$ cat config.mk
export PLATFORM = sky130hd
export DESIGN_NAME = ooo_commit_top
export DESIGN_NICKNAME = d
export VERILOG_FILES = /design/src/verilog/ooo_pkg.sv /design/src/verilog/cb_write_if.sv /design/src/verilog/exec_result_if.sv /design/src/verilog/commit_writeback.sv /design/src/verilog/completion_buffer.sv /design/src/verilog/ooo_commit_top.sv
export VERILOG_INCLUDE_DIRS = /design/src /design/src/verilog
export SDC_FILE = /design/constraint.sdc
export NUM_CORES = 1
export LEC_CHECK = 0
export ABC_AREA = 1
export BUFFER_PORTS_ARGS = -buffer_cell sky130_fd_sc_hd__buf_2
export CAP_MARGIN = 30
export CORE_ASPECT_RATIO = 0.9
export CORE_MARGIN = 4
export CORE_UTILIZATION = 55
export CTS_BUF_LIST = sky130_fd_sc_hd__clkbuf_16
export DETAILED_ROUTE_END_ITERATION = 6
export GPL_ROUTABILITY_DRIVEN = 0
export PLACE_DENSITY = 0.77
export SLEW_MARGIN = 25
export SYNTH_ARGS = -nofsm -noshare
export SYNTH_HDL_FRONTEND = slang
export SYNTH_SLANG_ARGS = --single-unit
$ cat constraint.sdc
create_clock -name CLK -period 3.76 [get_ports CLK]
set_input_delay 0.752 -clock CLK [delete_from_list [all_inputs] [get_ports CLK]]
set_output_delay 0.752 -clock CLK [all_outputs]
set_load 0.01 [all_outputs]
$ cat src/verilog/ooo_cfg.svh
// ==========================================================
// build-time sizing for the commit end of the pipeline
// OOO_CB_DEPTH must be a power of two, since the slot
// pointers wrap by overflow
// no module code here, defines only
// ==========================================================
`ifndef OOO_CFG_SVH
`define OOO_CFG_SVH

// data and address width
`define OOO_XLEN 32

// completion buffer entries, power of two
`define OOO_CB_DEPTH 8

// architectural registers
`define OOO_NREG 32

`endif

$ cat src/verilog/ooo_pkg.sv
// ==========================================================
// shared types for the commit pipeline
// widths come from ooo_cfg.svh; a change there resizes
// every slot index, register number and data word
// ==========================================================
`include "ooo_cfg.svh"

package ooo_pkg;

  // one data or address word
  typedef logic [`OOO_XLEN-1:0] word_t;

  // completion buffer slot, wraps at OOO_CB_DEPTH
  typedef logic [$clog2(`OOO_CB_DEPTH)-1:0] cb_index_t;

  // architectural destination register number
  typedef logic [$clog2(`OOO_NREG)-1:0] reg_idx_t;

  // four-phase allocation handshake
  typedef enum logic [1:0] {
    ALLOC_IDLE     = 2'd0, // waiting for a request
    ALLOC_ACK      = 2'd1, // ack just raised
    ALLOC_WAIT_LOW = 2'd2  // ack held until req drops
  } alloc_state_t;

endpackage
$ cat src/verilog/cb_write_if.sv
// ==========================================================
// formatted completion update, writeback to buffer
// ready pulses one cycle per finished result
// ==========================================================
`timescale 1ns/10ps

interface cb_write_if;
  import ooo_pkg::*;

  logic      ready;     // entry done this cycle
  cb_index_t index;
  word_t     wdata;     // result, pc+4 or epc
  logic      wen;       // low for branches and exceptions
  logic      exception;

  modport writeback (
    output ready, index, wdata, wen, exception
  );

  modport buffer (
    input ready, index, wdata, wen, exception
  );

endinterface

$ cat src/verilog/exec_result_if.sv
// ==========================================================
// one execute result heading into writeback
// valid is a single-cycle pulse, no back-pressure
// each slot index completes at most once
// ==========================================================
`timescale 1ns/10ps

interface exec_result_if;
  import ooo_pkg::*;

  logic      valid;      // one-cycle pulse
  cb_index_t index;      // slot being completed
  word_t     wdata;      // unit result
  word_t     pc;
  logic      exception;  // raised by the unit itself

  logic      jump;
  word_t     jump_addr;  // resolved jump target

  logic      branch;
  logic      taken;
  logic      prediction; // what the front end guessed
  word_t     br_addr;    // resolved branch target

  // execute side drives
  modport exec (
    output valid, index, wdata, pc, exception,
    output jump, jump_addr,
    output branch, taken, prediction, br_addr
  );

  // writeback side samples
  modport writeback (
    input valid, index, wdata, pc, exception,
    input jump, jump_addr,
    input branch, taken, prediction, br_addr
  );

endinterface

$ cat src/verilog/commit_writeback.sv
// ==========================================================
// one registered stage between execute and the buffer
// accepts a result every cycle, update appears next cycle
// only word alignment is checked on jump/branch targets
// predictor update pulses once per branch result
// ==========================================================
`timescale 1ns/10ps

module commit_writeback (
  input  logic                CLK,
  input  logic                nRST,
  exec_result_if.writeback    res,
  cb_write_if.writeback       cbw,
  output logic                pu_valid,
  output logic                pu_taken,
  output logic                pu_mispredict,
  output ooo_pkg::word_t      pu_addr
);
  import ooo_pkg::*;

  logic  jaddr_mal;  // jump target not word aligned
  logic  braddr_mal; // taken branch target not word aligned
  logic  wb_exc;
  word_t wb_data;
  logic  wb_wen;

  // misaligned targets only matter when control actually moves there
  assign jaddr_mal  = res.jump & (res.jump_addr[1:0] != 2'b00);
  assign braddr_mal = res.branch & res.taken & (res.br_addr[1:0] != 2'b00);
  assign wb_exc     = res.exception | jaddr_mal | braddr_mal;

  always_comb begin
    if (wb_exc)
      wb_data = res.pc;                 // epc rides in the data field
    else if (res.jump)
      wb_data = res.pc + word_t'(4);    // link value
    else
      wb_data = res.wdata;
  end

  assign wb_wen = ~(wb_exc | res.branch); // branches never write rd

  // pulses
  always_ff @(posedge CLK, negedge nRST) begin
    if (!nRST) begin
      cbw.ready <= 1'b0;
      pu_valid  <= 1'b0;
    end else begin
      cbw.ready <= res.valid;
      pu_valid  <= res.valid & res.branch;
    end
  end

  // payload, qualified by the pulses above
  always_ff @(posedge CLK) begin
    cbw.index     <= res.index;
    cbw.wdata     <= wb_data;
    cbw.wen       <= wb_wen;
    cbw.exception <= wb_exc;
    pu_addr       <= res.br_addr;
    pu_taken      <= res.taken;
    pu_mispredict <= res.prediction ^ res.taken; // guess vs outcome
  end

endmodule

$ cat src/verilog/completion_buffer.sv
// ==========================================================
// circular completion buffer, retires in program order
// slots handed out over a four-phase req/ack; ack withheld
// while full, one retire per cycle at most
// an excepting entry flushes everything younger, head and
// tail restart at the exception slot plus one
// ==========================================================
`timescale 1ns/10ps
`include "ooo_cfg.svh"

module completion_buffer (
  input  logic                CLK,
  input  logic                nRST,
  input  logic                alloc_req,
  input  ooo_pkg::reg_idx_t   alloc_rd,
  output logic                alloc_ack,
  output ooo_pkg::cb_index_t  alloc_index,
  cb_write_if.buffer          cbw,
  output logic                retire_valid,
  output logic                retire_wen,
  output logic                retire_exception,
  output ooo_pkg::reg_idx_t   retire_rd,
  output ooo_pkg::word_t      retire_wdata,
  output ooo_pkg::word_t      retire_epc
);
  import ooo_pkg::*;

  localparam int DEPTH = `OOO_CB_DEPTH;
  localparam int CNT_W = $clog2(DEPTH) + 1; // holds 0..DEPTH

  // entry storage
  reg_idx_t         rd_q   [DEPTH];
  word_t            data_q [DEPTH];
  logic             wen_q  [DEPTH];
  logic             exc_q  [DEPTH];
  logic [DEPTH-1:0] done_q;          // result has arrived

  cb_index_t        head;            // oldest entry
  cb_index_t        tail;            // next slot to hand out
  logic [CNT_W-1:0] count;
  alloc_state_t     state;

  logic  full;
  logic  retire_go;
  logic  flush;
  logic  alloc_go;
  word_t ret_data;

  assign full      = (count == CNT_W'(DEPTH));
  assign retire_go = done_q[head] && (count != '0);
  assign flush     = retire_go && exc_q[head];    // exception at head
  // no new slot in the flush cycle, tail is about to move
  assign alloc_go  = (state == ALLOC_IDLE) && alloc_req && !full && !flush;

  // epc and result share the data field
  assign retire_wdata = ret_data;
  assign retire_epc   = ret_data;

  always_ff @(posedge CLK, negedge nRST) begin
    if (!nRST) begin
      state            <= ALLOC_IDLE;
      alloc_ack        <= 1'b0;
      alloc_index      <= '0;
      head             <= '0;
      tail             <= '0;
      count            <= '0;
      done_q           <= '0;
      retire_valid     <= 1'b0;
      retire_wen       <= 1'b0;
      retire_exception <= 1'b0;
    end else begin
      retire_valid     <= retire_go;
      retire_wen       <= retire_go & wen_q[head];
      retire_exception <= flush;

      case (state)
        ALLOC_IDLE: begin
          if (alloc_go) begin
            alloc_ack   <= 1'b1;
            alloc_index <= tail;  // held while ack is high
            state       <= ALLOC_ACK;
          end
        end
        ALLOC_ACK, ALLOC_WAIT_LOW: begin
          if (!alloc_req) begin   // producer let go, drop ack
            alloc_ack <= 1'b0;
            state     <= ALLOC_IDLE;
          end else begin
            state <= ALLOC_WAIT_LOW;
          end
        end
        default: begin
          alloc_ack <= 1'b0;
          state     <= ALLOC_IDLE;
        end
      endcase

      // done bits, set before clear so a flush wins
      if (cbw.ready)
        done_q[cbw.index] <= 1'b1;
      if (retire_go)
        done_q[head] <= 1'b0;

      if (flush) begin
        head   <= head + cb_index_t'(1);
        tail   <= head + cb_index_t'(1);  // next alloc gets exc slot + 1
        count  <= '0;
        done_q <= '0;                     // drop younger results
      end else begin
        if (retire_go)
          head <= head + cb_index_t'(1);
        if (alloc_go)
          tail <= tail + cb_index_t'(1);
        count <= count + CNT_W'(alloc_go) - CNT_W'(retire_go);
      end
    end
  end

  // payload, only read behind done_q / retire_valid
  always_ff @(posedge CLK) begin
    if (alloc_go)
      rd_q[tail] <= alloc_rd;        // rd captured at request time
    if (cbw.ready) begin
      data_q[cbw.index] <= cbw.wdata;
      wen_q[cbw.index]  <= cbw.wen;
      exc_q[cbw.index]  <= cbw.exception;
    end
    if (retire_go) begin
      retire_rd <= rd_q[head];
      ret_data  <= data_q[head];
    end
  end

endmodule

$ cat src/verilog/ooo_commit_top.sv
// ==========================================================
// commit end top level, plain ports only
// res_valid is a one-cycle pulse, no stall path back
// into execute; only alloc_ack applies back-pressure
// ==========================================================
`timescale 1ns/10ps

module ooo_commit_top (
  input  logic                CLK,
  input  logic                nRST,
  // slot allocation
  input  logic                alloc_req,
  input  ooo_pkg::reg_idx_t   alloc_rd,
  output logic                alloc_ack,
  output ooo_pkg::cb_index_t  alloc_index,
  // execute result
  input  logic                res_valid,
  input  ooo_pkg::cb_index_t  res_index,
  input  ooo_pkg::word_t      res_wdata,
  input  ooo_pkg::word_t      res_pc,
  input  logic                res_exception,
  input  logic                res_jump,
  input  ooo_pkg::word_t      res_jump_addr,
  input  logic                res_branch,
  input  logic                res_taken,
  input  logic                res_prediction,
  input  ooo_pkg::word_t      res_br_addr,
  // architectural retire
  output logic                retire_valid,
  output logic                retire_wen,
  output logic                retire_exception,
  output ooo_pkg::reg_idx_t   retire_rd,
  output ooo_pkg::word_t      retire_wdata,
  output ooo_pkg::word_t      retire_epc,
  // predictor update
  output logic                pu_valid,
  output logic                pu_taken,
  output logic                pu_mispredict,
  output ooo_pkg::word_t      pu_addr
);

  exec_result_if res_if ();
  cb_write_if    cbw_if ();

  // plain ports onto the result bundle
  assign res_if.valid      = res_valid;
  assign res_if.index      = res_index;
  assign res_if.wdata      = res_wdata;
  assign res_if.pc         = res_pc;
  assign res_if.exception  = res_exception;
  assign res_if.jump       = res_jump;
  assign res_if.jump_addr  = res_jump_addr;
  assign res_if.branch     = res_branch;
  assign res_if.taken      = res_taken;
  assign res_if.prediction = res_prediction;
  assign res_if.br_addr    = res_br_addr;

  commit_writeback u_writeback (
    .CLK           (CLK),
    .nRST          (nRST),
    .res           (res_if.writeback),
    .cbw           (cbw_if.writeback),
    .pu_valid      (pu_valid),
    .pu_taken      (pu_taken),
    .pu_mispredict (pu_mispredict),
    .pu_addr       (pu_addr)
  );

  completion_buffer u_buffer (
    .CLK              (CLK),
    .nRST             (nRST),
    .alloc_req        (alloc_req),
    .alloc_rd         (alloc_rd),
    .alloc_ack        (alloc_ack),
    .alloc_index      (alloc_index),
    .cbw              (cbw_if.buffer),
    .retire_valid     (retire_valid),
    .retire_wen       (retire_wen),
    .retire_exception (retire_exception),
    .retire_rd        (retire_rd),
    .retire_wdata     (retire_wdata),
    .retire_epc       (retire_epc)
  );

endmodule

==> qor.yml <==
setup_path:
  path_delay_family: "adder cells"
  cp_common_cell: "nand2_1"
  cpPeakStageDelay_ns: 0.57
  crit_chain: "buf_4 > nand2_1 > nand3_1 > nand2_1 > inv_1 > nand2_2 > nand2_1 > inv_2 > ha_1 > inv_1 > ha_1 > fa_1 > xor2_1 > nand2_1 > inv_1"
  worstSetupStartpointType: "flip-flop"
  r2r_cells: 15
  path_class: "reg2reg"
  critPathArrivalTime_ns: 3.37
  endpoint_kind: "flip-flop"
  slowest_stage: "dfrtp_4"
  crit_cells: 15
  worstPathBufferInverterCount: 5
  crit_fanout: 44
  required_ns: 4.20
placed_design:
  placed_cell_area_mm2: 0.0190
  dp_slack_ns: 0.823
  dp_hpwl_um: 24800
  io_buffer_count: 225
timing:
  tightest_slew_ns: 0.951
  setup_violations: 0
  hold_viol_final: 0
  finalClockSkew_ns: 0.0248
  fmax_mhz: 341
  slew_headroom: 0.365
  fin_setup_tns_ns: 0
  setup_ws_ns: 0.826
  period_needed_ns: 2.93
  report.final.slew_viol_count: 0
  rsz0062_at_grt: "false"
  finalCritPeriodShare: 0.780
detailed_routing:
  drc: 0
  dr.pass1.iters: 5
  via_per_inst: 5.51
  num_vias: 12100
  antenna_left: 0
  avgRoutedWirePerCell_um: 18.5
  drt-initial-drc-count: 1141
  routed_wl_um: 40500
die:
  ios: 256
  die_h_um: 178
  core_area_mm2: 0.0318
  start_util: 0.557
  rows: 62
  die_w_um: 197
  die_area_mm2: 0.0352
clocking:
  cts_hold_buffers: 0
  cts_buffers: 45
  post_cts_resize_count: 0
  cts_max_level: 2
  clkTransAtPathRegs_ns: 0.06
  cts_root_buf: "clkbuf_16"
  cts_sinks: 449
  cts.path.max_buffers: 3
  cts_setup_buffers: 0
  cts_tree: "yes"
  clk_latency_ns: 0.54
power_and_ir_drop:
  p_leak_nw: 8.02
  power_density_mw_per_mm2: 728
  peakVddDrop_uv: 645
layout:
  register_area_mm2: 0.0126
  most-common-layout-cells: "edfxtp_1, nor2_1, buf_2"
  utilization: 0.646
  nNetsFinal: 1894
  nFillCells: 2380
  area_growth_pct: 15.9
  finish.instance_area_mm2: 0.0205
  layout-drive-gt1-share: 0.188
  final_common_cell: "edfxtp_1"
  n_antenna_cell: 0
  multi_input_comb_area_mm2: 0.00431
synthesis:
  syn-cell-area_mm2: 0.0177
  synth_edf_count: 349
  yosys_register_bits: 449
  post_synth_num_cell_types: 38
  synth.yosys.warnings: 0
  async_reset_ff_frac: 0.0646
  synth-seq-area-share: 0.713
  syn_nets: 1697
  netlist_instances: 1539
  ys.flop_type: "edfxtp_1"
  synth_area_per_cell_um2: 11.5
grt:
  grt_pass1_vias: 11400
  grt_first_pass_wirelength_um: 61900
  antenna_found_initial: 3
  grt_overflow: 0
  grt_max_degree: 98
  grtUsageTotal: 0.225
outcome:
  outcome: "completed"
hold_path:
  hp-class: "in2async"
job:
  maxCapViolations: 0
[synthesized netlist by cell type, types with 2 or more instances]
cell       number  area share
a211oi_1        2     0.00085
a21oi_1        20      0.0056
buf_1           3     0.00064
buf_2          24      0.0068
buf_4          36       0.015
clkbuf_1       30      0.0064
dfrtp_1        29       0.041
dfxtp_1        71       0.080
edfxtp_1      349        0.59
ha_1           12      0.0085
inv_1          78       0.017
inv_2           5      0.0011
nand2_1       207       0.044
nand2_2         3      0.0011
nand3_1        51       0.014
nand3b_1        4      0.0017
nand4_1         4      0.0014
nor2_1        348       0.074
nor2_2          3      0.0011
nor3_1         14      0.0040
o2111ai_1      36       0.018
o211ai_1        4      0.0017
o21ai_0       175       0.049
o21ai_1         3     0.00085
o22ai_1         5      0.0018
o2bb2ai_1       2     0.00099
xnor2_1         2     0.00099
xor2_1          9      0.0044
[worst register-to-register path, stage by stage (launching register included)]
cell     delay [ns]
dfrtp_4        0.57
buf_4          0.46
nand2_1        0.14
nand3_1        0.10
nand2_1        0.05
inv_1          0.06
nand2_2        0.07
nand2_1        0.16
inv_2          0.06
ha_1           0.27
inv_1          0.04
ha_1           0.21
fa_1           0.38
xor2_1         0.17
nand2_1        0.07
inv_1          0.03
[logic make-up after synthesis]
logic type / count (synthesis) / share of synthesized area
AOI/OAI and AO/OA: 250 / 0.0804
xor gates and xnor gates: 11 / 0.00544
adders and majority gates: 13 / 0.00960
buffers and inverters: 177 / 0.0472
and+or+nand+nor: 639 / 0.145
DFF: 449 / 0.713
[power breakdown]
group | total (mW) | switching (mW) | internal [mW]
clock | 4.39 | 1.79 | 2.60
sequential | 6.52 | 0.337 | 6.19
combinational | 4.04 | 2.76 | 1.28
total | 15.0 | 4.88 | 10.1
[final timing paths]
| path | slack, ns | from | end |
|---|---|---|---|
| max reg2reg | 0.83 | u_buffer.head[0] | u_buffer.count[2] |
| max | 0.83 | u_buffer.head[0] | u_buffer.count[2] |
| max in group asynchronous | 3.03 | nRST | u_buffer.head[0] |
| min | 0.24 | nRST | u_buffer.retire_valid |
| min in group CLK | 0.31 | res_br_addr[31] | u_writeback.pu_addr[31] |
| min reg2reg | 0.47 | u_buffer.alloc_index[0] | u_buffer.alloc_index[0] |
[registers in the layout, summed over array words and instances, names as in the netlist, 2 cells and up]
register / flops
u_buffer.retire_epc: 32
u_buffer.data_q: 256
u_buffer.count: 4
u_writeback.cbw.wdata: 32
u_writeback.cbw.index: 3
u_buffer.tail: 3
u_buffer.wen_q: 8
u_buffer.state: 2
u_buffer.alloc_index: 3
u_buffer.done_q: 8
u_buffer.rd_q: 40
u_buffer.exc_q: 8
u_writeback.pu_addr: 32
u_buffer.retire_rd: 5
u_buffer.head: 3
[metal layers]
| layer | track usage | share of wire | wire, um |
|---|---|---|---|
| met1 | 0.322 | 0.41 | 16700 |
| met2 | 0.362 | 0.47 | 18800 |
| met3 | 0.0325 | 0.093 | 3770 |
| met4 | 0.0708 | 0.029 | 1180 |
| met5 | 0 | 0 | 0 |
[cell type report]
class | count | area share
clock buffers | 47 | 0.0573
clock inverters | 37 | 0.0144
inverters | 83 | 0.0152
multi-input cells | 913 | 0.210
flip-flops and latches | 449 | 0.615
well taps | 416 | 0.0253
repair buffers | 244 | 0.0627
[per-stage QoR]
step                      hold slack [ns]  cells  total power [mW]
final                               0.239   2189              15.0
after global routing                0.288   2189              15.8
after CTS                           0.249   2188              15.0
after detailed placement            0.462   2104              10.6
after global placement              0.464   2104              10.5
after floorplan                     0.456   1539              9.40
(Power assumes the default switching activity.)
